`src/mipsPkg.sv`:
```
package mipsPkg;

  localparam int dataWidth = 32;
  localparam int regAddrWidth = 5;
  localparam int imemDepth = 256;
  localparam int dmemDepth = 256;
  localparam int imemAddrWidth = $clog2(imemDepth);
  localparam int dmemAddrWidth = $clog2(dmemDepth);

  localparam logic [5:0] opR = 6'b000000;
  localparam logic [5:0] opSlti = 6'b001010;
  localparam logic [5:0] opLw = 6'b100011;
  localparam logic [5:0] opSw = 6'b101011;
  localparam logic [5:0] opBeq = 6'b000100;

  localparam logic [5:0] fnAdd = 6'b100000;
  localparam logic [5:0] fnSub = 6'b100010;
  localparam logic [5:0] fnSlt = 6'b101010;

  typedef enum logic [1:0] {aluAdd, aluSub, aluSlt} aluOpT;

  typedef enum logic [1:0] {fwdNone, fwdMem, fwdWb} fwdSelT;

  typedef struct packed {
    logic regWrite;
    logic memToReg;
    logic memWrite;
    logic memRead;
    logic aluSrc;
    logic regDst;
    logic branch;
    aluOpT aluOp;
  } ctrlT;

  typedef struct packed {
    logic [dataWidth-1:0] pc;
    logic [dataWidth-1:0] instr;
  } ifIdT;

  typedef struct packed {
    ctrlT ctrl;
    logic [dataWidth-1:0] pc;
    logic [dataWidth-1:0] rsData;
    logic [dataWidth-1:0] rtData;
    logic [dataWidth-1:0] imm;
    logic [regAddrWidth-1:0] rs;
    logic [regAddrWidth-1:0] rt;
    logic [regAddrWidth-1:0] rd; // already the selected destination
  } idExT;

  typedef struct packed {
    logic regWrite;
    logic memToReg;
    logic memWrite;
    logic memRead;
    logic [dataWidth-1:0] aluResult;
    logic [dataWidth-1:0] storeData;
    logic [regAddrWidth-1:0] destReg;
  } exMemT;

  typedef struct packed {
    logic regWrite;
    logic memToReg;
    logic [dataWidth-1:0] aluResult;
    logic [dataWidth-1:0] readData;
    logic [regAddrWidth-1:0] destReg;
  } memWbT;

  typedef struct packed {
    logic valid;
    logic [imemAddrWidth-1:0] addr; // word index
    logic [dataWidth-1:0] instr;
  } progWriteT;

  typedef struct packed {
    logic valid;
    logic [regAddrWidth-1:0] regAddr;
    logic [dataWidth-1:0] value;
  } wbEventT;

  typedef struct packed {
    logic valid;
    logic [dataWidth-1:0] addr; // byte address
    logic [dataWidth-1:0] data;
  } storeEventT;

endpackage

```
`src/aluUnit.sv`:
```
module aluUnit (
  input mipsPkg::idExT idEx,
  input mipsPkg::fwdSelT fwdA,
  input mipsPkg::fwdSelT fwdB,
  input logic [mipsPkg::dataWidth-1:0] memResult,
  input logic [mipsPkg::dataWidth-1:0] wbResult,
  output mipsPkg::exMemT exMem,
  output logic branchTaken,
  output logic [mipsPkg::dataWidth-1:0] branchTarget
);

  logic [mipsPkg::dataWidth-1:0] opA;
  logic [mipsPkg::dataWidth-1:0] rtFwd;
  logic [mipsPkg::dataWidth-1:0] opB;
  logic [mipsPkg::dataWidth-1:0] result;

  function automatic logic [mipsPkg::dataWidth-1:0] pickOperand(
    input mipsPkg::fwdSelT sel,
    input logic [mipsPkg::dataWidth-1:0] regVal,
    input logic [mipsPkg::dataWidth-1:0] memVal,
    input logic [mipsPkg::dataWidth-1:0] wbVal
  );
    case (sel)
      mipsPkg::fwdMem: return memVal;
      mipsPkg::fwdWb: return wbVal;
      default: return regVal;
    endcase
  endfunction

  assign opA = pickOperand(fwdA, idEx.rsData, memResult, wbResult);
  assign rtFwd = pickOperand(fwdB, idEx.rtData, memResult, wbResult);
  assign opB = idEx.ctrl.aluSrc ? idEx.imm : rtFwd;

  always_comb begin
    case (idEx.ctrl.aluOp)
      mipsPkg::aluSub: result = opA - opB;
      mipsPkg::aluSlt: result = {{(mipsPkg::dataWidth-1){1'b0}}, $signed(opA) < $signed(opB)};
      default: result = opA + opB;
    endcase
  end

  assign branchTaken = idEx.ctrl.branch && (result == '0);
  assign branchTarget = idEx.pc + 32'd4 + {idEx.imm[mipsPkg::dataWidth-3:0], 2'b00};

  always_comb begin
    exMem.regWrite = idEx.ctrl.regWrite;
    exMem.memToReg = idEx.ctrl.memToReg;
    exMem.memWrite = idEx.ctrl.memWrite;
    exMem.memRead = idEx.ctrl.memRead;
    exMem.aluResult = result;
    exMem.storeData = rtFwd; // forwarded rt for sw
    exMem.destReg = idEx.rd;
  end

endmodule

```
`config.mk`:
```
export PLATFORM = sky130hd
export DESIGN_NAME = aluUnit
export DESIGN_NICKNAME = d
export VERILOG_FILES = /design/src/mipsPkg.sv /design/src/aluUnit.sv
export SDC_FILE = /design/constraint.sdc
export NUM_CORES = 1
export LEC_CHECK = 0
export BUFFER_PORTS_ARGS = -buffer_cell sky130_fd_sc_hd__buf_2
export CORE_AREA = 2 2 126 128
export DETAILED_ROUTE_END_ITERATION = 10
export DIE_AREA = 0 0 128 130
export PLACE_DENSITY = 0.9
export RECOVER_POWER = 25
export SYNTH_ARGS = -nofsm -noshare
export SYNTH_HDL_FRONTEND = slang
export SYNTH_SLANG_ARGS = --single-unit
```
`constraint.sdc`:
```
create_clock -name vclk -period 7.3
set_input_delay 0.365 -clock vclk [all_inputs]
set_output_delay 0.365 -clock vclk [all_outputs]
set_load 0.05 [all_outputs]
```
==> impl_metrics.json <==
{
  "peakVddDrop_uv": 173,
  "leakagePower_uw": 0.00458,
  "netlist_area_um2": 7360,
  "fillers": 1476,
  "cp-start-kind": "input port",
  "tns_ns": 0,
  "p_seq_frac": 0,
  "place_ws_ns": 1.27,
  "drive_gt1_frac": 0.243,
  "die_h_um": 130,
  "design.die.area_um2": 16600,
  "outcome": "finished, final reports clean",
  "synth_cell_types": 95,
  "drt-total-wl_um": 29500,
  "path_class": "in -> out",
  "hpwl_um": 24700,
  "netlist_instances": 1120,
  "ys_seq_area_frac": 0,
  "num_vias": 9627,
  "wl_per_cell_um": 19.1,
  "io_pins": 326,
  "finalWeightedCongestion": 1.01,
  "syn_to_final_growth_pct": 19.2,
  "drtIter0Drc": 1277,
  "p_int_uw": 477,
  "io_buffers": 293,
  "avgSynthCellArea_um2": 6.57,
  "yosysWarnings": 0,
  "rsz0062_at_grt": "false",
  "required_ns": 6.93,
  "seq_area_um2": 0,
  "fin_ws_ns": 1.12,
  "p_switching_uw": 1120,
  "setup_viol": 0,
  "final_nets": 1704,
  "comb_power_share": 1.000,
  "path_max_fanout": 16,
  "p_per_area_nw_per_um2": 182,
  "final_antenna_net_count": 0,
  "grt_max_degree": 57,
  "n_sequential_cell": 0,
  "num_rows": 46,
  "grt_pass1_wl_um": 44700,
  "post-cts-setup-buffers": 0,
  "cp.arrival_ns": 5.82,
  "slew_headroom": 0.318,
  "final_common_cell": "buf_2",
  "worst_pin_slew_ns": 1.01,
  "track_usage": 0.331,
  "start_util": 0.477,
  "postLayoutCoreUtil": 0.569,
  "detail_route.drc_violations": 0,
  "antenna_found_initial": 0,
  "p_total_uw": 1600,
  "vias_per_cell": 6.23,
  "cts_resized": 0,
  "slew_viol_final": 0,
  "first_pass_iters": 6,
  "clockPowerShare": 0,
  "placed_cell_area_um2": 8790,
  "period_share": 0.847,
  "die_w_um": 128,
  "fmax_mhz": 162,
  "diodes": 0,
  "nClkBuffers": 0,
  "maxCapViolations": 0,
  "syn_nets": 1469,
  "core_um2": 15400,
  "mostFrequentLayoutCells": "279 x buf_2, 125 x ha_1, 121 x a21oi_1",
  "ctsHoldBuffers": 0,
  "final_area_um2": 8770,
  "grt_overflow": 0,
  "swShare": 0.702,
  "end_kind": "output port",
  "hold_class": "in -> out",
  "fin_crit_ns": 6.18,
  "first_global_vias": 8560,
  "hold_viol": 0
}
[per-layer routing]
| layer | GRT usage | wire (um) | up-vias |
|---|---|---|---|
| li1 | - | - | 4552 |
| met1 | 0.473 | 12500 | 4411 |
| met2 | 0.541 | 13300 | 607 |
| met3 | 0.0385 | 3020 | 57 |
| met4 | 0.0621 | 665 | 0 |
| met5 | 0 | 0 | - |
[power by group through the flow]
stage	sequential, uW	combinational, uW	clock (uW)
final	0	1600	0
after floorplan	0	1210	0
after CTS	0	1570	0
after detailed placement	0	1560	0
after global placement	0	1540	0
after global routing	0	1710	0
[kinds of logic after synthesis]
logic type	share of synthesized area
compound gates	0.441
simple gates	0.186
buf+inv	0.107
fa+ha+maj	0.222
xor+xnor	0.0417
mux	0.00289
[per-stage QoR]
step,hold WS [ns],cells
floorplan,0.897,1120
global route,0.730,1545
finish,0.730,1545
detailed placement,0.730,1545
CTS,0.730,1545
global placement,0.730,1545
[cell type report]
type	count	area [um^2]	area share
Multi-Input combinational cell	937	6580	0.750
Timing Repair Buffer	304	1530	0.175
Inverter	112	420	0.0479
Tap cell	192	240	0.0274
[critical path, stage by stage]
cell and delay, ns:
buf_2 0.11, inv_1 0.05, ha_1 0.68, a22oi_1 0.25
o21ai_0 0.33, inv_1 0.10, ha_1 0.23, fa_1 0.47
o21bai_1 0.21, a21oi_1 0.14, a221oi_1 0.32, a21oi_1 0.10
nor2_1 0.11, nor4bb_1 0.40, or4b_1 0.51, nor4_1 0.16
and4bb_1 0.24, nand4b_1 0.21, nor4b_1 0.33, and4b_1 0.24
buf_2 0.26
[cells in the mapped netlist (9+ instances only)]
cell type / count / area share
a211oi_1: 11 / 0.011
buf_4: 13 / 0.013
o21a_1: 10 / 0.010
o21bai_1: 20 / 0.020
inv_1: 111 / 0.057
nand2_1: 96 / 0.049
a21o_1: 28 / 0.029
xnor2_1: 31 / 0.037
a21oi_1: 121 / 0.082
o21ai_0: 101 / 0.069
nor2_1: 109 / 0.056
a31oi_1: 9 / 0.0077
ha_1: 126 / 0.21
nor3_1: 18 / 0.012
clkbuf_1: 44 / 0.022
nand3_1: 16 / 0.011
a22oi_1: 69 / 0.070
[final timing paths]
kind / from / to / slack (ns) / cells past startpoint
worst max-delay path: fwdA[0] / branchTaken / 1.12 / 21
worst min-delay path: idEx[111] / branchTarget[0] / 0.73 / 0
No activity file was read; power rests on OpenSTA's default activity.
