**src/mipsPkg.sv**
```systemverilog
package mipsPkg;

  localparam int dataWidth = 32;
  localparam int regAddrWidth = 5;
  localparam int imemDepth = 256;
  localparam int dmemDepth = 256;
  localparam int imemAddrWidth = $clog2(imemDepth);
  localparam int dmemAddrWidth = $clog2(dmemDepth);

  localparam logic [5:0] opR = 6'b000000;
  localparam logic [5:0] opSlti = 6'b001010;
  localparam logic [5:0] opLw = 6'b100011;
  localparam logic [5:0] opSw = 6'b101011;
  localparam logic [5:0] opBeq = 6'b000100;

  localparam logic [5:0] fnAdd = 6'b100000;
  localparam logic [5:0] fnSub = 6'b100010;
  localparam logic [5:0] fnSlt = 6'b101010;

  typedef enum logic [1:0] {aluAdd, aluSub, aluSlt} aluOpT;

  typedef enum logic [1:0] {fwdNone, fwdMem, fwdWb} fwdSelT;

  typedef struct packed {
    logic regWrite;
    logic memToReg;
    logic memWrite;
    logic memRead;
    logic aluSrc;
    logic regDst;
    logic branch;
    aluOpT aluOp;
  } ctrlT;

  typedef struct packed {
    logic [dataWidth-1:0] pc;
    logic [dataWidth-1:0] instr;
  } ifIdT;

  typedef struct packed {
    ctrlT ctrl;
    logic [dataWidth-1:0] pc;
    logic [dataWidth-1:0] rsData;
    logic [dataWidth-1:0] rtData;
    logic [dataWidth-1:0] imm;
    logic [regAddrWidth-1:0] rs;
    logic [regAddrWidth-1:0] rt;
    logic [regAddrWidth-1:0] rd; // already the selected destination
  } idExT;

  typedef struct packed {
    logic regWrite;
    logic memToReg;
    logic memWrite;
    logic memRead;
    logic [dataWidth-1:0] aluResult;
    logic [dataWidth-1:0] storeData;
    logic [regAddrWidth-1:0] destReg;
  } exMemT;

  typedef struct packed {
    logic regWrite;
    logic memToReg;
    logic [dataWidth-1:0] aluResult;
    logic [dataWidth-1:0] readData;
    logic [regAddrWidth-1:0] destReg;
  } memWbT;

  typedef struct packed {
    logic valid;
    logic [imemAddrWidth-1:0] addr; // word index
    logic [dataWidth-1:0] instr;
  } progWriteT;

  typedef struct packed {
    logic valid;
    logic [regAddrWidth-1:0] regAddr;
    logic [dataWidth-1:0] value;
  } wbEventT;

  typedef struct packed {
    logic valid;
    logic [dataWidth-1:0] addr; // byte address
    logic [dataWidth-1:0] data;
  } storeEventT;

endpackage

```
**src/hazardUnit.sv**
```systemverilog
module hazardUnit (
  input logic [mipsPkg::dataWidth-1:0] ifIdInstr,
  input mipsPkg::idExT idEx,
  input logic [mipsPkg::regAddrWidth-1:0] exMemDest,
  input logic exMemWrite,
  input logic [mipsPkg::regAddrWidth-1:0] memWbDest,
  input logic memWbWrite,
  input logic branchTaken,
  output mipsPkg::fwdSelT fwdA,
  output mipsPkg::fwdSelT fwdB,
  output logic stall,
  output logic flush
);

  logic [mipsPkg::regAddrWidth-1:0] ifIdRs;
  logic [mipsPkg::regAddrWidth-1:0] ifIdRt;
  logic memLive;
  logic wbLive;

  assign ifIdRs = ifIdInstr[25:21];
  assign ifIdRt = ifIdInstr[20:16];

  // r0 never forwarded
  assign memLive = exMemWrite && (exMemDest != '0);
  assign wbLive = memWbWrite && (memWbDest != '0);

  always_comb begin
    if (memLive && exMemDest == idEx.rs) begin
      fwdA = mipsPkg::fwdMem;
    end else if (wbLive && memWbDest == idEx.rs) begin
      fwdA = mipsPkg::fwdWb;
    end else begin
      fwdA = mipsPkg::fwdNone;
    end
  end

  always_comb begin
    if (memLive && exMemDest == idEx.rt) begin
      fwdB = mipsPkg::fwdMem;
    end else if (wbLive && memWbDest == idEx.rt) begin
      fwdB = mipsPkg::fwdWb;
    end else begin
      fwdB = mipsPkg::fwdNone;
    end
  end

  // load result not ready until MEM, hold one cycle
  assign stall = idEx.ctrl.memRead && (idEx.rt != '0) &&
                 (idEx.rt == ifIdRs || idEx.rt == ifIdRt);

  assign flush = branchTaken; // kills IF/ID and ID/EX

endmodule

```
**config.mk**
```make
export PLATFORM = sky130hd
export DESIGN_NAME = hazardUnit
export DESIGN_NICKNAME = d
export VERILOG_FILES = /design/src/mipsPkg.sv /design/src/hazardUnit.sv
export SDC_FILE = /design/constraint.sdc
export NUM_CORES = 1
export LEC_CHECK = 0
export BUFFER_PORTS_ARGS = -buffer_cell sky130_fd_sc_hd__buf_4
export CORE_AREA = 2 2 79 81
export DETAILED_ROUTE_END_ITERATION = 10
export DIE_AREA = 0 0 81 83
export PLACE_DENSITY_LB_ADDON = 0.1
export SLEW_MARGIN = 15
export SYNTH_ARGS = -nofsm -noshare
export SYNTH_HDL_FRONTEND = slang
export SYNTH_SLANG_ARGS = --single-unit
```
**constraint.sdc**
```tcl
create_clock -name vclk -period 1.2
set_clock_uncertainty 0.15 [all_clocks]
set_input_delay 0.06 -clock vclk [all_inputs]
set_output_delay 0.06 -clock vclk [all_outputs]
set_load 0.02 [all_outputs]
```
==> results.toml, run 1 <==
[outcome]
status = "complete, but fails checks"
violations = "setup timing"

[global_route]
track_usage = 0.0616
antenna_found_initial = 0
overflow = 0
grt_start_max_net_pins = 6
grt_pass1_wl_um = 3360
grt_pass1_vias = 678

[power]
p_leak_nw = 0.473
p_per_area_nw_per_um2 = 330
p_comb_frac = 1.000
seqPwrFrac = 0
ir_drop_mv = 0.113
power.internal_uw = 221
p_clk_frac = 0
p_total_uw = 378
sw_frac_of_total = 0.415
power_switching_uw = 157

[cells_and_area]
n_antenna_cell = 0
final_common_cell = "buf_4"
fin_nets = 308
seqCellArea_um2 = 0
synthToLayoutAreaGrowth_pct = 167
clkbuf_count = 0
flops_and_latches = 0
drive_above_1_share = 0.716
final_cells = 184
final_cell_mix = "buf_4 (42), xor2_1 (19), buf_6 (14)"

[worst_setup_path]
slowest_stage = "or4_4"
slowest_delay_ns = 0.53
crit_top_cell = "nor4_4"
end_kind = "output pin"
crit_type = "in -> out"
required_ns = 0.99
path_cells = "buf_6 -> or4_4 -> o21ai_4 -> nor4_4 -> nor4_4 -> buf_4"
path_max_fanout = 2
arrival_ns = 1.32
cp-start-kind = "input pin"

[synthesis]
synthCells = 55
ys_warn_count = 0
syn_nets = 252
postSynthAreaPerCell_um2 = 7.83
yosysUniqueCellTypes = 13
seq_area_frac_synth = 0
mappedNetlistArea_um2 = 430

[routing]
vias = 590
drc = 0
drt-pass1-iter-count = 2
wl_per_cell_um = 11.5
wl_um = 2110
antenna_left = 0
via_per_inst = 3.21
drtIter0Drc = 3

[floorplanning]
design.die.area_um2 = 6720
die_h_um = 83
initial_core_util = 0.0740
core.rowCount = 28
die_x_um = 81
core_um2 = 5820
pin_count = 203

[placed_design]
dpl_worst_slack_ns = -0.379
placement.io_buffers = 38
place_hpwl_um = 1860
gp_congestion = 0.653
numPlacedInstances = 181

[min_path]
worstHoldPathType = "in -> out"
min_delay_path_depth = 4
min-delay-start = "idEx[148]"
min_delay_worst_endpoint = "stall"

[timing]
slew_violations = 0
setup_viol = 5
fin_ws_ns = -0.332
tns_ns = -1.17
fin_crit_ns = 1.53
hold_viol = 0
relSlewSlack = 0.779
tightest_slew_ns = 0.330
fmaxAchievable_ghz = 0.653
final.period_utilization = 1.28
rsz0062_at_grt = "yes"

[job]
cap_violations = 0
critical path: cells and delay by family:
| kind | cells | cell delay, ns |
|---|---|---|
| AO/OA/AOI/OAI | 1 | 0.22 |
| AND/OR/NAND/NOR | 3 | 0.76 |
| buffers and inverters | 2 | 0.27 |
kinds of logic after synthesis:
family	after synthesis	synth area share
AND/OR/NAND/NOR	15	0.273
buffers and inverters	6	0.0610
AO/OA/AOI/OAI	4	0.0552
XOR/XNOR	30	0.610
stage by stage:
stage	hold WS (ns)	util	area, µm²
2_1_floorplan	0.0826	-	479
3_3_place_gp	-0.0297	0.164	951
3_5_place_dp	-0.0297	0.164	951
4_1_cts	0.311	0.186	1080
5_1_grt	0.317	0.197	1150
6_report	0.312	0.197	1150
metal layers:
| metal | GRT usage | wire length (µm) |
|---|---|---|
| met1 | 0.0870 | 953 |
| met2 | 0.102 | 942 |
| met3 | 0.0120 | 214 |
| met4 | 0 | 0 |
| met5 | 0 | 0 |
how the worst max path moves through the flow:
| stage | start | to | slack, ns | depth (start not counted) |
|---|---|---|---|---|
| 2_1_floorplan | idEx[9] | fwdB[1] | -0.26 | 4 |
| 3_3_place_gp | memWbDest[3] | fwdA[1] | -0.37 | 6 |
| 3_5_place_dp | memWbDest[1] | fwdA[1] | -0.38 | 6 |
| 4_1_cts | memWbDest[2] | fwdB[1] | -0.34 | 6 |
| 5_1_grt | exMemDest[1] | fwdB[1] | -0.38 | 6 |
| 6_report | exMemDest[1] | fwdB[1] | -0.33 | 6 |
repair_timing:
item	CTS	global route
resized for setup	27	9
buffers inserted	0	2
hold buffers	1	0
setup endpoints to repair	5	5
hold endpoints to repair	1	0
pin swaps	7	8
cloned	0	0
cells in the mapped netlist:
master     n  area, µm²
xor2_1    20        175
xnor2_1   10       87.6
or4_1      5       37.5
clkbuf_1   4       15.0
nand3_1    4       20.0
nor4_2     4       50.1
nor3_1     2       10.0
a21oi_1    1       5.00
buf_1      1       3.75
buf_4      1       7.51
o21ai_0    1       5.00
o21ai_1    1       5.00
o21ai_2    1       8.76
final cells by class:
type / count / area (µm²)
Fill cell: 665 / 4670
Multi-Input combinational cell: 49 / 526
Tap cell: 75 / 93.8
Timing Repair Buffer: 60 / 528
power by group through the flow:
stage               combinational [mW]  sequential, mW  clock (mW)
finish                           0.378               0           0
global route                     0.409               0           0
CTS                              0.360               0           0
detailed placement               0.307               0           0
global placement                 0.309               0           0
floorplan                        0.140               0           0
Note: power is estimated with default switching activity, not from simulation.
==> run 2, diff against run 1 <==
--- a/config.mk
+++ b/config.mk
@@ -9,6 +9,7 @@
 export CORE_AREA = 2 2 79 81
 export DETAILED_ROUTE_END_ITERATION = 10
 export DIE_AREA = 0 0 81 83
+export MAX_ROUTING_LAYER = met4
 export PLACE_DENSITY_LB_ADDON = 0.1
 export SLEW_MARGIN = 15
 export SYNTH_ARGS = -nofsm -noshare
==> run 2 against run 1 <==
  * The run still ends with setup timing left
  * Utilization is the same
  * Wire length shrank 0.19%
  * Worst setup slack is the same
  * Via count shrank 0.34%
  * Largest cell class unchanged
==> results.toml, run 2 (synthesized netlist as in run 1, its figures left out) <==
[global_route]
grt_use_met2 = 0.102
overflow = 0
track_usage = 0.0632
antenna_found_initial = 0
grt_pass1_wl_um = 3360
use_met3 = 0.00543
top_usage_layer = "met2"
grt_pass1_vias = 678
grt_start_max_net_pins = 6
grt_util_met1 = 0.0910

[worst_setup_path]
arrival_ns = 1.32
cp_num_buf_inv = 2
path_cells = "buf_6 -> or4_4 -> o21ai_4 -> nor4_4 -> nor4_4 -> buf_4"
path_max_fanout = 2
slowest_stage = "or4_4"
crit_top_cell = "nor4_4"
cp.depth = 6
end_kind = "output pin"
crit_family = "simple AND/OR/NAND/NOR gates"
crit_type = "in -> out"
required_ns = 0.99
slowest_delay_ns = 0.53
cp-start-kind = "input pin"

[routing]
drtIter0Drc = 3
vias = 588
drt-pass1-iter-count = 2
drc = 0
wl_per_cell_um = 11.4
via_per_inst = 3.20
wl_um = 2110
antenna_left = 0

[power]
p_per_area_nw_per_um2 = 330
ir_drop_mv = 0.113
p_total_uw = 378
p_leak_nw = 0.473

[timing]
fin_crit_ns = 1.53
fmaxAchievable_ghz = 0.653
fin_ws_ns = -0.332
setup_viol = 5
rsz0062_at_grt = "yes"
tightest_slew_ns = 0.330
slew_violations = 0
relSlewSlack = 0.779
whs_ns = 0.312
final.period_utilization = 1.28
hold_viol = 0

[cells_and_area]
fin_nets = 308
final_common_cell = "buf_4"
n_antenna_cell = 0
synthToLayoutAreaGrowth_pct = 167
clkbuf_count = 0
seqCellArea_um2 = 0
fill_cells = 665
multi_input_area_um2 = 526
drive_above_1_share = 0.716
final_cell_mix = "buf_4 (42), xor2_1 (19), buf_6 (14)"
flops_and_latches = 0

[floorplanning]
core_um2 = 5820
initial_core_util = 0.0740
core.rowCount = 28
pin_count = 203
die_x_um = 81
design.die.area_um2 = 6720
die_h_um = 83

[min_path]
min_delay_path_depth = 4
worstHoldPathType = "in -> out"

[job]
cap_violations = 0

[placed_design]
gp_congestion = 0.659
placement.io_buffers = 38
place_hpwl_um = 1860

[outcome]
status = "complete, but fails checks"
violations = "setup timing"
## run 2: area by class of cell
class                           count  share of cell area
Multi-Input combinational cell     49               0.458
Tap cell                           75              0.0818
Timing Repair Buffer               60               0.460
## run 2: repair_timing
item	CTS	global route
endpoints found under the setup margin	5	5
hold endpoints to repair	1	0
resized for setup	27	9
setup buffers	0	2
pin swaps	7	8
hold buffers	1	0
## run 2: worst paths after layout
path,end,slack [ns],from
max,fwdB[1],-0.33,exMemDest[1]
min,stall,0.31,idEx[148]
## run 2: power breakdown
group	switching, mW	total, mW	internal [mW]
Clock	0	0	0
Combinational	0.157	0.378	0.221
Sequential	0	0	0
## run 2: stage by stage
step                instances  worst slack, ns  setup TNS [ns]   util  area (µm²)
finish                    184           -0.332           -1.17  0.197        1150
global route              184           -0.381           -1.39  0.197        1150
CTS                       182           -0.345           -1.12  0.186        1080
detailed placement        181           -0.379           -1.36  0.164         951
global placement          181           -0.368           -1.30  0.164         951
floorplan                  55           -0.261          -0.513      -         479
## run 2: per-layer routing
layer / share of wire / routed length (µm)
met5: 0 / 0
met4: 0 / 0
met3: 0.081 / 171
met2: 0.45 / 939
met1: 0.47 / 995
==> run 3, diff against run 2 <==
--- a/config.mk
+++ b/config.mk
@@ -11,6 +11,7 @@
 export DIE_AREA = 0 0 81 83
 export MAX_ROUTING_LAYER = met4
 export PLACE_DENSITY_LB_ADDON = 0.1
+export REMOVE_ABC_BUFFERS = 1
 export SLEW_MARGIN = 15
 export SYNTH_ARGS = -nofsm -noshare
 export SYNTH_HDL_FRONTEND = slang
==> constraint.sdc (replaced) <==
create_clock -name vclk -period 1.2
set_clock_uncertainty 0.15 [all_clocks]
set_input_delay 0.24 -clock vclk [all_inputs]
set_output_delay 0.24 -clock vclk [all_outputs]
set_load 0.02 [all_outputs]
==> run 3 against run 2 <==
  * Critical path depth increased by 1
  * Worst setup slack got worse by 0.41 ns
  * Via count decreased by 2.7%
  * The flow still finishes with violations (setup timing)
  * Maximum frequency decreased by 21%
  * Global-route usage decreased by 0.12 points
  * Critical path type unchanged
  * Largest power group unchanged
  * Wire length decreased by 0.95%
==> results.toml, run 3 (synthesized netlist as in run 1, its figures left out) <==
[timing]
slew_violations = 0
rsz0062_at_grt = "yes"
fmaxAchievable_ghz = 0.516
fin_ws_ns = -0.739
setup_viol = 5
tightest_slew_ns = 0.298
final.period_utilization = 1.62
hold_viol = 0
relSlewSlack = 0.800
fin_crit_ns = 1.94
tns_ns = -3.29

[power]
ir_drop_mv = 0.126
p_leak_nw = 0.436
p_per_area_nw_per_um2 = 323
p_total_uw = 336

[routing]
wl_um = 2090
vias = 572
drtIter0Drc = 3
drc = 0
wl_per_cell_um = 11.4
antenna_left = 0
via_per_inst = 3.13
drt-pass1-iter-count = 4

[worst_setup_path]
required_ns = 0.81
end_kind = "output pin"
path_cells = "buf_6 -> or4_4 -> o21ai_4 -> buf_4 -> nor4_4 -> nor4_4 -> buf_4"
slowest_stage = "or4_4"
crit_type = "in -> out"
arrival_ns = 1.55
cp-start-kind = "input pin"
path_max_fanout = 2
slowest_delay_ns = 0.54

[outcome]
violations = "setup timing"
status = "complete, but fails checks"

[placed_design]
placement.io_buffers = 38
gp_congestion = 0.713
place_hpwl_um = 1810
numPlacedInstances = 180

[job]
cap_violations = 0

[cells_and_area]
synthToLayoutAreaGrowth_pct = 142
seqCellArea_um2 = 0
drive_above_1_share = 0.667
n_antenna_cell = 0
final_cell_mix = "buf_4 (51), xor2_1 (19), xnor2_1 (10)"
fin_nets = 307
flops_and_latches = 0
final_cells = 183
final_common_cell = "buf_4"
clkbuf_count = 0

[min_path]
min_delay_path_depth = 0
worstHoldPathType = "in -> out"
min_delay_worst_endpoint = "flush"
min-delay-start = "branchTaken"

[floorplanning]
design.die.area_um2 = 6720
initial_core_util = 0.0740
core.rowCount = 28
die_x_um = 81
core_um2 = 5820
die_h_um = 83
pin_count = 203

[global_route]
grt_start_max_net_pins = 6
antenna_found_initial = 0
grt_pass1_wl_um = 3220
grt_pass1_vias = 675
overflow = 0
track_usage = 0.0621
## run 3: changes by cell type in the layout (fill, tap and decap cells not counted), moves of 2 or more
cell,change
xnor2_1,+2
or4_4,-2
buf_8,-3
buf_4,+9
or4_1,+2
buf_6,-6
## run 3: what timing repair did
| item | in CTS | in global routing |
|---|---|---|
| hold buffers | 0 | 0 |
| setup buffers | 3 | 0 |
| resized for setup | 17 | 4 |
| pin swaps | 9 | 5 |
| endpoints found under the setup margin | 5 | 5 |
## run 3: worst max-delay path: cells and delay by family
family | cells | cell delay, ns
AND/OR/NAND/NOR | 3 | 0.72
buffers and inverters | 3 | 0.41
AO/OA/AOI/OAI | 1 | 0.17
## run 3: power breakdown
part	total (mW)	switching, mW	internal (mW)
clock network	0	0	0
logic	0.336	0.143	0.193
registers	0	0	0
total	0.336	0.143	0.193
## run 3: routing by layer
metal,routed length [µm],share of wire,global-route usage
met3,62,0.030,0.00217
met4,27,0.013,0.00924
met1,939,0.45,0.0850
met5,0,0,-
met2,1060,0.51,0.103
## run 3: final cells by class
class	count	area, µm²
Timing Repair Buffer	59	473
Fill cell	695	4780
Multi-Input combinational cell	49	473
Tap cell	75	93.8
## run 3: worst max path at each step
stage	from	endpoint	slack [ns]	cells after the start
3_3_place_gp	exMemDest[1]	fwdB[1]	-0.81	6
2_1_floorplan	exMemDest[1]	fwdA[1]	-0.77	4
5_1_grt	exMemDest[3]	fwdB[1]	-0.79	7
6_report	exMemDest[3]	fwdA[1]	-0.74	7
4_1_cts	exMemDest[3]	fwdB[1]	-0.74	7
3_5_place_dp	exMemDest[1]	fwdB[1]	-0.84	6
## run 3: metrics by stage
stage | util | area, µm² | setup WS, ns | hold WS, ns
4_1_cts | 0.175 | 1020 | -0.738 | 0.330
3_5_place_dp | 0.158 | 918 | -0.843 | 0.330
6_report | 0.179 | 1040 | -0.739 | 0.330
2_1_floorplan | - | 404 | -0.768 | 0.330
3_3_place_gp | 0.158 | 918 | -0.809 | 0.330
5_1_grt | 0.179 | 1040 | -0.794 | 0.330
