===== src/mipsPkg.sv =====
package mipsPkg;

  localparam int dataWidth = 32;
  localparam int regAddrWidth = 5;
  localparam int imemDepth = 256;
  localparam int dmemDepth = 256;
  localparam int imemAddrWidth = $clog2(imemDepth);
  localparam int dmemAddrWidth = $clog2(dmemDepth);

  localparam logic [5:0] opR = 6'b000000;
  localparam logic [5:0] opSlti = 6'b001010;
  localparam logic [5:0] opLw = 6'b100011;
  localparam logic [5:0] opSw = 6'b101011;
  localparam logic [5:0] opBeq = 6'b000100;

  localparam logic [5:0] fnAdd = 6'b100000;
  localparam logic [5:0] fnSub = 6'b100010;
  localparam logic [5:0] fnSlt = 6'b101010;

  typedef enum logic [1:0] {aluAdd, aluSub, aluSlt} aluOpT;

  typedef enum logic [1:0] {fwdNone, fwdMem, fwdWb} fwdSelT;

  typedef struct packed {
    logic regWrite;
    logic memToReg;
    logic memWrite;
    logic memRead;
    logic aluSrc;
    logic regDst;
    logic branch;
    aluOpT aluOp;
  } ctrlT;

  typedef struct packed {
    logic [dataWidth-1:0] pc;
    logic [dataWidth-1:0] instr;
  } ifIdT;

  typedef struct packed {
    ctrlT ctrl;
    logic [dataWidth-1:0] pc;
    logic [dataWidth-1:0] rsData;
    logic [dataWidth-1:0] rtData;
    logic [dataWidth-1:0] imm;
    logic [regAddrWidth-1:0] rs;
    logic [regAddrWidth-1:0] rt;
    logic [regAddrWidth-1:0] rd; // already the selected destination
  } idExT;

  typedef struct packed {
    logic regWrite;
    logic memToReg;
    logic memWrite;
    logic memRead;
    logic [dataWidth-1:0] aluResult;
    logic [dataWidth-1:0] storeData;
    logic [regAddrWidth-1:0] destReg;
  } exMemT;

  typedef struct packed {
    logic regWrite;
    logic memToReg;
    logic [dataWidth-1:0] aluResult;
    logic [dataWidth-1:0] readData;
    logic [regAddrWidth-1:0] destReg;
  } memWbT;

  typedef struct packed {
    logic valid;
    logic [imemAddrWidth-1:0] addr; // word index
    logic [dataWidth-1:0] instr;
  } progWriteT;

  typedef struct packed {
    logic valid;
    logic [regAddrWidth-1:0] regAddr;
    logic [dataWidth-1:0] value;
  } wbEventT;

  typedef struct packed {
    logic valid;
    logic [dataWidth-1:0] addr; // byte address
    logic [dataWidth-1:0] data;
  } storeEventT;

endpackage


===== src/controlUnit.sv =====
module controlUnit (
  input logic [mipsPkg::dataWidth-1:0] instr,
  output mipsPkg::ctrlT ctrl
);

  logic [5:0] opcode;
  logic [5:0] funct;

  assign opcode = instr[31:26];
  assign funct = instr[5:0];

  always_comb begin
    ctrl = '0;
    case (opcode)
      mipsPkg::opR: begin
        case (funct)
          mipsPkg::fnAdd: ctrl.aluOp = mipsPkg::aluAdd;
          mipsPkg::fnSub: ctrl.aluOp = mipsPkg::aluSub;
          mipsPkg::fnSlt: ctrl.aluOp = mipsPkg::aluSlt;
          default: ctrl.aluOp = mipsPkg::aluAdd;
        endcase
        if (funct == mipsPkg::fnAdd || funct == mipsPkg::fnSub ||
            funct == mipsPkg::fnSlt) begin
          ctrl.regWrite = 1'b1;
          ctrl.regDst = 1'b1; // write rd
        end
      end
      mipsPkg::opSlti: begin
        ctrl.regWrite = 1'b1;
        ctrl.aluSrc = 1'b1;
        ctrl.aluOp = mipsPkg::aluSlt;
      end
      mipsPkg::opLw: begin
        ctrl.regWrite = 1'b1;
        ctrl.memToReg = 1'b1;
        ctrl.memRead = 1'b1;
        ctrl.aluSrc = 1'b1;
        ctrl.aluOp = mipsPkg::aluAdd;
      end
      mipsPkg::opSw: begin
        ctrl.memWrite = 1'b1;
        ctrl.aluSrc = 1'b1;
        ctrl.aluOp = mipsPkg::aluAdd;
      end
      mipsPkg::opBeq: begin
        ctrl.branch = 1'b1;
        ctrl.aluOp = mipsPkg::aluSub; // equal when difference is zero
      end
      default: ctrl = '0;
    endcase
  end

endmodule


===== config.mk =====
export PLATFORM = sky130hd
export DESIGN_NAME = controlUnit
export DESIGN_NICKNAME = d
export VERILOG_FILES = /design/src/mipsPkg.sv /design/src/controlUnit.sv
export SDC_FILE = /design/constraint.sdc
export NUM_CORES = 1
export LEC_CHECK = 0
export BUFFER_PORTS_ARGS = -buffer_cell sky130_fd_sc_hd__buf_4
export CORE_AREA = 2 2 39 41
export DETAILED_ROUTE_END_ITERATION = 12
export DIE_AREA = 0 0 41 43
export GPL_ROUTABILITY_DRIVEN = 0
export PLACE_DENSITY = 0.51
export SLEW_MARGIN = 40
export SYNTH_ARGS = -nofsm -noshare
export SYNTH_HDL_FRONTEND = slang
export SYNTH_SLANG_ARGS = --single-unit

===== constraint.sdc =====
create_clock -name vclk -period 0.9
set_input_delay 0.045 -clock vclk [all_inputs]
set_output_delay 0.045 -clock vclk [all_outputs]
set_load 0.005 [all_outputs]

==> results.md, run 1 <==
- Timing would allow up to 1080 MHz.
- The hold buffer count at CTS is 0.
- The final hold violation count came to 0.
- The simple-gate area share of the yosys netlist is 69.2%.
- The slew at the pin with the worst max-slew slack is 263 ps.
- The Yosys warning count is 0.
- The number of antenna violations at the first check in global routing came to 0.
- The endpoint class of the critical path is an output pin.
- The chip height is 43 µm.
- The cell area after placement is around 380 µm².
- The cell area after synthesis is 183 µm².
- Setup repair after global routing could not meet its margin everywhere.
- The cell area after layout is between 400 and 500 µm².
- The initialized floorplan defines 14 standard-cell rows.
- The design has 0 sequential cells.
- STA puts the critical path data arrival time at 880 ps.
- The aggregate global routing overflow is 0.
- After detailed routing, the total wire length is 656 µm.
- The power density of the placed cells is 310 nW/µm².
- The tightest min-delay check is of the primary input to output pin type.
- The required time at the endpoint of the critical path is about 850 ps.
- The via count of the routed design is 285.
- The xor/xnor cell area share of the yosys netlist is 0%.
- The synthesized-area fraction occupied by adder cells is 0%.
- For this design the static power due to leakage is 0.205 nW.
- In the global route stage, overall resource usage came out at 7.99%.
- The final cycle utilization of the critical path is 103%.
- The critical path is of the primary input to output pin type.
- The power consumption is 139 µW.
- The run finished, with violations left.
- The die covers 1760 µm².
- The final routed DRC violation total is 0.
- The maximum resistive drop on vdd is 85.9 µV.
- In the final routed layout, each cell accounts on average for approximately 9.8 µm.
- The floorplan step set the die width to approximately 40 µm.
- For this run, the detailed router's first-pass iteration total came to 4.
- The most common cell after layout, fill and taps aside is buf_4.
- After the first detailed-routing iteration, the DRC count stood at 2.
- The number of nets with antenna violations after routing is 0.
- The minimum hold slack is 370 ps.
- Sequential elements use 0% of the synthesized area.
- In this run the tool buffered the top-level ports with 21 buffer cells.
- The number of different library cells used by synthesis comes to 18.
- After detailed routing, the number of vias per cell comes to approximately 4.3.
- The final reports fail on negative setup slack.
- Registers take 0 µm².
- The time the worst path needs with I/O delays and setup is ~900 ps.
- Measured against the total synthesized area, the mux share comes to 0%.
- In this run the mean area of a mapped cell was 7.03 µm².
- The first global-routing pass estimated 1.10 mm of wire.
- From synthesis to final layout, the design area changed by 145%.
- Summing the areas of all compound-gate instances in the mapped netlist gives 22.6% of the synthesized area.
- The number of cells in the finished layout apart from fillers is 67.
- In this run the tightest slew margin relative to its limit is between 80 and 90%.
- In the layout the commonest cells are 20 x buf_4, 5 x buf_6, 4 x nor2_1.
- The type of element launching the critical path is a primary input.
- The number of global-route vias before repair is 275.
- The starting density of the core is between 10% and 20%.
- The number of cells in the design after placement is 66.
- In the finished layout, the clock tree contains a buffer count of 0.
- Summed over all nets, the half-perimeter wirelength after detailed placement is 539 µm.
- Before CTS, the worst setup slack after placement is -102 ps.
- In the post-route analysis, the smallest setup slack over all paths is -23.8 ps.
- The tool flagged a number of max-cap violations equal to 0.
- The dominant combinational cell family by area after synthesis is simple AND/OR/NAND/NOR gates.
- Of all nets on the critical path, the largest fanout is 4.
- Entering global routing, the biggest net connects 7 pins.
- When the netlist entered floorplanning its net count stood at 58.
- Setup violations remaining at the end of the flow were counted as 2.
- The core box area is 1380 µm².
- The number of primary I/O pins is 41.
- Counting every instance in the synthesized netlist gives 26.
- The proportion of layout cells with a drive suffix above 1 is 68.6%.
- At the end of the flow, the number of nets in the layout was between 80 and 90.
- The repair_antennas step left the layout with diodes totalling 0.
- The max-slew violation count is 0.
report_power, final:
group / internal [mW] / total (mW) / switching, mW
Sequential: 0 / 0 / 0
Clock: 0 / 0 / 0
Combinational: 0.0815 / 0.139 / 0.0570
layer usage:
layer	global-route usage (%)	vias up	wire length, µm
li1	-	149	-
met1	12.0	124	286
met2	12.5	12	304
met3	1.05	0	65
met4	0	0	0
met5	0	-	0
cell families (layout without fill, tap and decap cells):
kind of cell | after synthesis | after routing
buffers and inverters | 3 | 28
AOI/OAI and AO/OA | 5 | 5
and+or+nand+nor | 18 | 18
Yosys cell counts, types with 2 or more instances:
cell type	number	share of area (%)
nand2_1	2	4.1
o21ai_1	2	5.5
nor2_1	5	10
inv_1	2	4.1
nand4_1	2	6.8
cell type report:
cell class / count / area, µm²
Inverter: 2 / 7.51
Multi-Input combinational cell: 23 / 198
Tap cell: 16 / 20.0
Fill cell: 155 / 937
Timing Repair Buffer: 26 / 221
per-stage QoR:
| step | utilization [%] | setup TNS (ps) |
|---|---|---|
| 3_3_place_gp | 27.7 | -142 |
| 2_1_floorplan | - | 0 |
| 3_5_place_dp | 27.7 | -171 |
| 4_1_cts | 28.9 | -51.4 |
| 5_1_grt | 32.3 | -241 |
| 6_report | 32.3 | -35.5 |
critical path, stage by stage:
cell and delay, ps:
buf_6 90, nor4b_4 320, nand2_1 100, o31ai_2 180, buf_4 140
path summary, 6_finish.rpt:
path	start	cells past startpoint	slack, ps	endpoint
worst max-delay path	instr[2]	5	-20	ctrl[8]
worst min-delay path	instr[28]	3	370	ctrl[5]
what timing repair did:
action                                  4_1_cts  5_1_grt
setup buffers                                 0        1
endpoints found under the setup margin        3        6
gates resized for setup                       5        8
pin swaps                                     5        7
No activity file was read; power rests on OpenSTA's default activity.
==> run 2, diff against run 1 <==
ABC_AREA = 1   (was not set)
PLACE_DENSITY = 0.55   (was 0.51)
==> results.md, run 2 <==
- The worst relative slew slack is 87.4% (+5.0 points).
- The most instantiated library cell after synthesis is inv_1.
- The required time at the endpoint of the critical path is 850 ps (about the same).
- The most common cell after layout, fill and taps aside is buf_4.
- The clock group share of total power came to 0% (unchanged).
- The per-cell via count in the routed design is 3.79 (-11%).
- The switching power total is 48.8 µW (-14%).
- Compared with the post-synthesis result, the final layout area differs by 73.1%.
- The type of element launching the critical path is a primary input.
- The highest achievable clock rate is 1260 MHz (+17%).
- After synthesis, the cell types taking the most area are inv_1 24%, nand2_1 21%, nor2_2 11%.
- The synthesized net count was 81 (+40%).
- The multiplexer share of the synthesized area was 0% (unchanged).
- The placement row count is 14 (unchanged).
- The number of global-route vias before repair is 279 (+1.5%).
- The proportion of power drawn by flip-flops and latches was 0% (unchanged).
- The starting density of the core is 16.8% (+3.6 points).
- The number of nets in the final layout is 103 (+21%).
- The count of clock buffers in the final design is 0 (unchanged).
- The switching power share of the total is 47.6% (+6.4 points).
- The number of nets with antenna violations after routing is 0 (unchanged).
- The total iterations of the first detailed-routing run came to 2 (-2).
- The number of primary I/O pins is 41 (unchanged).
- The cell area after synthesis is 233 µm² (+27%).
- The post-synthesis cell count came to 49 (+88%).
- The diode insertion count for antenna repair was 0 (unchanged).
- The die area was 1760 µm² (unchanged).
- The max-slew violation count is 0 (unchanged).
- The die width is 41 µm (unchanged).
- Grouping stages by cell kind, the critical path spends the most delay in simple AND/OR/NAND/NOR gates.
- STA classifies the critical path endpoint as an output pin.
- The total number of sequential cells came to 0 (unchanged).
- The final setup violation count is 0 (-2).
- The final hold violation count is 0 (unchanged).
- The least setup slack across all paths after layout was 108 ps (+131 ps).
- The hold buffer count at CTS is 0 (unchanged).
- The wire length of the first global-routing pass came to 938 µm (-14%).
- The final cycle utilization of the critical path was 88.0% (-15 points).
- The max-capacitance violation count is 0 (unchanged).
- The chip height is 43 µm (unchanged).
- The biggest fanout along the worst timing path is 3 (-1).
- The type of the setup path with the least slack is primary input to output pin.
- The total of buffers placed on input and output ports was 21 (unchanged).
- The post-DP HPWL is 555 µm (+3.0%).
- The detail-routed net length per standard cell is 6.98 µm (-29%).
- The synthesized-area fraction occupied by adder cells is 0% (unchanged).
- The maximum resistive drop on vdd came to 96.0 µV (+12%).
- The xor/xnor cell area share of the yosys netlist is 0% (unchanged).
- The run finished with clean final reports.
- The sum of negative setup slack is 0 ps (+35.5 ps).
- The leakage dissipation is 0.265 nW (+29%).
- By area, the combinational part of the netlist is dominated by simple AND/OR/NAND/NOR gates.
- The detailed router's first-iteration violation count is 2 (unchanged).
- By count the netlist is led by 15 x inv_1, 13 x nand2_1, 5 x nor2_1.
- The core box area is 1380 µm² (unchanged).
- The number of gates resized after cts is 0 (-5).
- The final routed DRC violation total is 0 (unchanged).
- The simple-gate area share of the yosys netlist is 68.8% (-0.36 points).
- The buffering stage count on the worst path with inverters included is 2 (unchanged).
- The average size of a mapped cell is 4.75 µm² (-32%).
- The proportion of layout cells with a drive suffix above 1 is 43.5% (-25 points).
- The number of antenna violations at the first check in global routing is 0 (unchanged).
- The arrival time at the worst endpoint is 750 ps (-130 ps).
- The post-CTS setup buffer count is 0 (unchanged).
- The fraction of the yosys area taken by sequential cells is 0% (unchanged).
- The internal portion of total power is 53.7 µW (-34%).
- For this design, the slowest cell found on the critical path is nor2_2.
- The overall fraction of global-route tracks in use is 6.89% (-1.1 points).
- The Yosys warning count was 0 (unchanged).
- The aggregate global routing overflow is 0 (unchanged).
- The power density of the placed cells is 254 nW/µm² (-18%).
- The power share of the combinational group is 100.0% (about the same).
- Setup repair after global routing left no endpoint under its margin.
- The sequential standard cell area came to 0 µm² (unchanged).
- The slew at the pin with the worst max-slew slack is 188 ps (-75.2 ps).
- The share of the core filled with cells in the final layout is 29.1% (-3.2 points).
- The post-detailed-routing wire length is 593 µm (-9.6%).
- The time the worst path needs with I/O delays and setup is 792 ps (-131 ps).
- The path class of the tightest hold or removal check is primary input to output pin.
- The worst stage delay on the critical path is 150 ps (-170 ps).
- Walking the worst path, the cells encountered are buf_4 > nor2_2 > nand3_2 > nor2_4 > nand2_1 > nand2_1 > buf_4.
- The count of cell types in the netlist is 12 (-6).
- The minimum hold slack is 421 ps (+50.5 ps).
- The area share of the leading cell type in the synthesized netlist was 24.2% (+11 points).
- The via count of the routed design is 322 (+13%).
- The biggest area consumer among synthesized cells is inv_1.
- The area fraction in compound gates after synthesis came to 2.15% (-20 points).
- The library cells used most frequently in the layout, excluding fill and tap cells, are 21 x buf_4, 15 x inv_1, 13 x nand2_1.
- The setup slack at placement is 81.8 ps (+184 ps).
- The largest net degree at the start of global routing is 5 (-2).
## run 2: area by class of cell
cell class | instances | area (µm²)
fill | 170 | 981
inverter | 16 | 60.1
timing repair buffer | 21 | 158
multi-input combinational | 32 | 165
tap | 16 | 20.0
## run 2: logic make-up after synthesis
family                 count (synthesis)
buffers and inverters                 17
AND/OR/NAND/NOR                       31
AO/OA/AOI/OAI                          1
## run 2: final timing paths
check | cells past startpoint | start | end
worst max-delay path | 7 | instr[30] | ctrl[1]
worst min-delay path | 4 | instr[28] | ctrl[2]
## run 2: layer usage
| metal | wire, µm | vias to the layer above | share of wire, % | track usage [%] |
|---|---|---|---|---|
| li1 | - | 182 | - | - |
| met1 | 243 | 128 | 41 | 9.18 |
| met2 | 297 | 12 | 50 | 12.5 |
| met3 | 53 | 0 | 8.9 | 0 |
| met4 | 0 | 0 | 0 | 0 |
| met5 | 0 | - | 0 | 0 |
## run 2: power by group through the flow
stage               sequential [mW]  combinational, mW  clock [mW]
floorplan                         0             0.0422           0
global placement                  0              0.102           0
detailed placement                0              0.103           0
CTS                               0              0.103           0
global route                      0              0.116           0
finish                            0              0.102           0
## run 2: per-stage QoR
stage | cells | instance area (µm²) | total power, mW
finish | 85 | 403 | 0.102
global route | 85 | 403 | 0.116
CTS | 85 | 403 | 0.103
detailed placement | 85 | 403 | 0.103
global placement | 85 | 403 | 0.102
floorplan | 49 | 233 | 0.0422
==> run 3, diff against run 2 <==
==> constraint.sdc (replaced) <==
create_clock -name vclk -period 0.9
set_input_delay 0.27 -clock vclk [all_inputs]
set_output_delay 0.27 -clock vclk [all_outputs]
set_load 0.005 [all_outputs]
==> results.md, run 3 (synthesis gave the netlist of run 2 again) <==
- The run finished, with violations left.
- The final reports fail on negative setup slack.
- The detail-routed net length per standard cell came to 7.13 µm (+2.2%).
- The final hold violation count is 0 (unchanged).
- The final setup violation count came to 9 (+9).
- The aggregate global routing overflow was 0 (unchanged).
- The slew at the pin with the worst max-slew slack was 172 ps (-15.7 ps).
- The type of the setup path with the least slack is primary input to output pin.
- The leakage dissipation was 0.287 nW (+8.2%).
- The maximum resistive drop on vdd came to 170 µV (+77%).
- The least setup slack across all paths after layout is -303 ps (-410 ps).
- The minimum hold slack is 845 ps (+424 ps).
- The wire length of the first global-routing pass is 972 µm (+3.6%).
- The time the worst path needs with I/O delays and setup is 1200 ps (+410 ps).
- The number of nets in the final layout is 104 (+0.97%).
- In the layout the commonest cells are 13 x buf_4, 11 x inv_1, 11 x nand2_1.
- The final routed DRC violation total was 0 (unchanged).
- The most critical setup path has its startpoint at instr[30].
- The final cycle utilization of the critical path is 134% (+46 points).
- The chip height is 43 µm (unchanged).
- The detailed router's first-iteration violation count was 2 (unchanged).
- The starting density of the core is 16.8% (unchanged).
- Setup repair after global routing could not meet its margin everywhere.
- The post-CTS setup buffer count is 0 (unchanged).
- The diode insertion count for antenna repair is 0 (unchanged).
- The worst relative slew slack is 88.5% (+1.1 points).
- The critical path ends at ctrl[8].
- The power consumption is 149 µW (+45%).
- The total of buffers placed on input and output ports is 21 (unchanged).
- The largest net degree at the start of global routing came to 5 (unchanged).
- The hold buffer count at CTS was 0 (unchanged).
- The number of global-route vias before repair is 261 (-6.5%).
- The die width was 41 µm (unchanged).
- The count of clock buffers in the final design is 0 (unchanged).
- The overall fraction of global-route tracks in use is 7.09% (+0.20 points).
- The post-DP HPWL was 516 µm (-7.0%).
- The power density of the placed cells was 284 nW/µm² (+12%).
- The max-capacitance violation count is 0 (unchanged).
- The area growth from synthesis to layout is 125%.
- The endpoint class of the critical path is an output pin.
- Leaving out fill and tap cells, the most frequent cell in the layout is buf_4.
- The number of primary I/O pins is 41 (unchanged).
- The placement row count is 14 (unchanged).
- The post-detailed-routing wire length is 613 µm (+3.4%).
- The total iterations of the first detailed-routing run is 2 (unchanged).
- The via count of the routed design is 327 (+1.6%).
- The total number of sequential cells came to 0 (unchanged).
- The die area came to 1760 µm² (unchanged).
- The sum of negative setup slack was -2290 ps (-2290 ps).
- The per-cell via count in the routed design is 3.80 (+0.37%).
- The worst setup path is launched from a primary input.
- The highest achievable clock rate is 831 MHz (-34%).
- The number of antenna violations at the first check in global routing is 0 (unchanged).
- The proportion of layout cells with a drive suffix above 1 was 62.9% (+19 points).
- The worst hold path class is primary input to output pin.
- The number of nets with antenna violations after routing was 0 (unchanged).
- The cell area after placement came to 447 µm² (+11%).
- The max-slew violation count is 0 (unchanged).
- The arrival time at the worst endpoint is 930 ps (+180 ps).
- The cell area after layout is 523 µm² (+30%).
- The required time at the endpoint of the critical path is 630 ps (-220 ps).
- The biggest fanout along the worst timing path came to 3 (unchanged).
- The sequential standard cell area is 0 µm² (unchanged).
- The core box area is 1380 µm² (unchanged).
run 3: area by class of cell:
cell class / instances / area [µm²]
well taps: 16 / 20.0
multi-input cells: 32 / 230
repair buffers: 22 / 203
fillers: 159 / 861
inverters: 16 / 70.1
run 3: layer usage:
| layer | up-vias | GRT usage, % | wire [µm] |
|---|---|---|---|
| li1 | 184 | - | - |
| met1 | 128 | 11.1 | 277 |
| met2 | 15 | 11.3 | 260 |
| met3 | 0 | 0 | 75 |
| met4 | 0 | 0 | 0 |
| met5 | - | 0 | 0 |
run 3: repair_timing:
action / CTS / global route
gates resized for setup: 21 / 1
pin swaps: 14 / 4
cloned: 0 / 0
hold endpoints to repair: 0 / 0
endpoints found under the setup margin: 9 / 9
run 3: worst max-delay path, stage by stage:
cell     delay [ps]
buf_6           100
nor2_4          140
nand3_4         100
nor2_4          100
nand2_1          60
nand2_1          60
buf_4           100
run 3: through the flow:
step                worst slack (ps)  std cells  util, %
floorplan                      -78.3         49        -
global placement                -341         86     32.3
detailed placement              -339         86     32.3
CTS                             -328         86     37.6
global route                    -353         86     37.8
finish                          -303         86     37.8
run 3: report_power, final:
group          switching [mW]  internal, mW  leakage [nW]
Sequential                  0             0             0
Combinational          0.0728        0.0758         0.287
Clock                       0             0             0
run 3: worst min path at each step:
stage / startpoint / endpoint / slack, ps / depth (start not counted)
2_1_floorplan: instr[29] / ctrl[6] / 650 / 2
3_3_place_gp: instr[28] / ctrl[2] / 890 / 4
3_5_place_dp: instr[28] / ctrl[2] / 890 / 4
4_1_cts: instr[28] / ctrl[2] / 850 / 4
5_1_grt: instr[28] / ctrl[2] / 880 / 4
6_report: instr[28] / ctrl[2] / 840 / 4
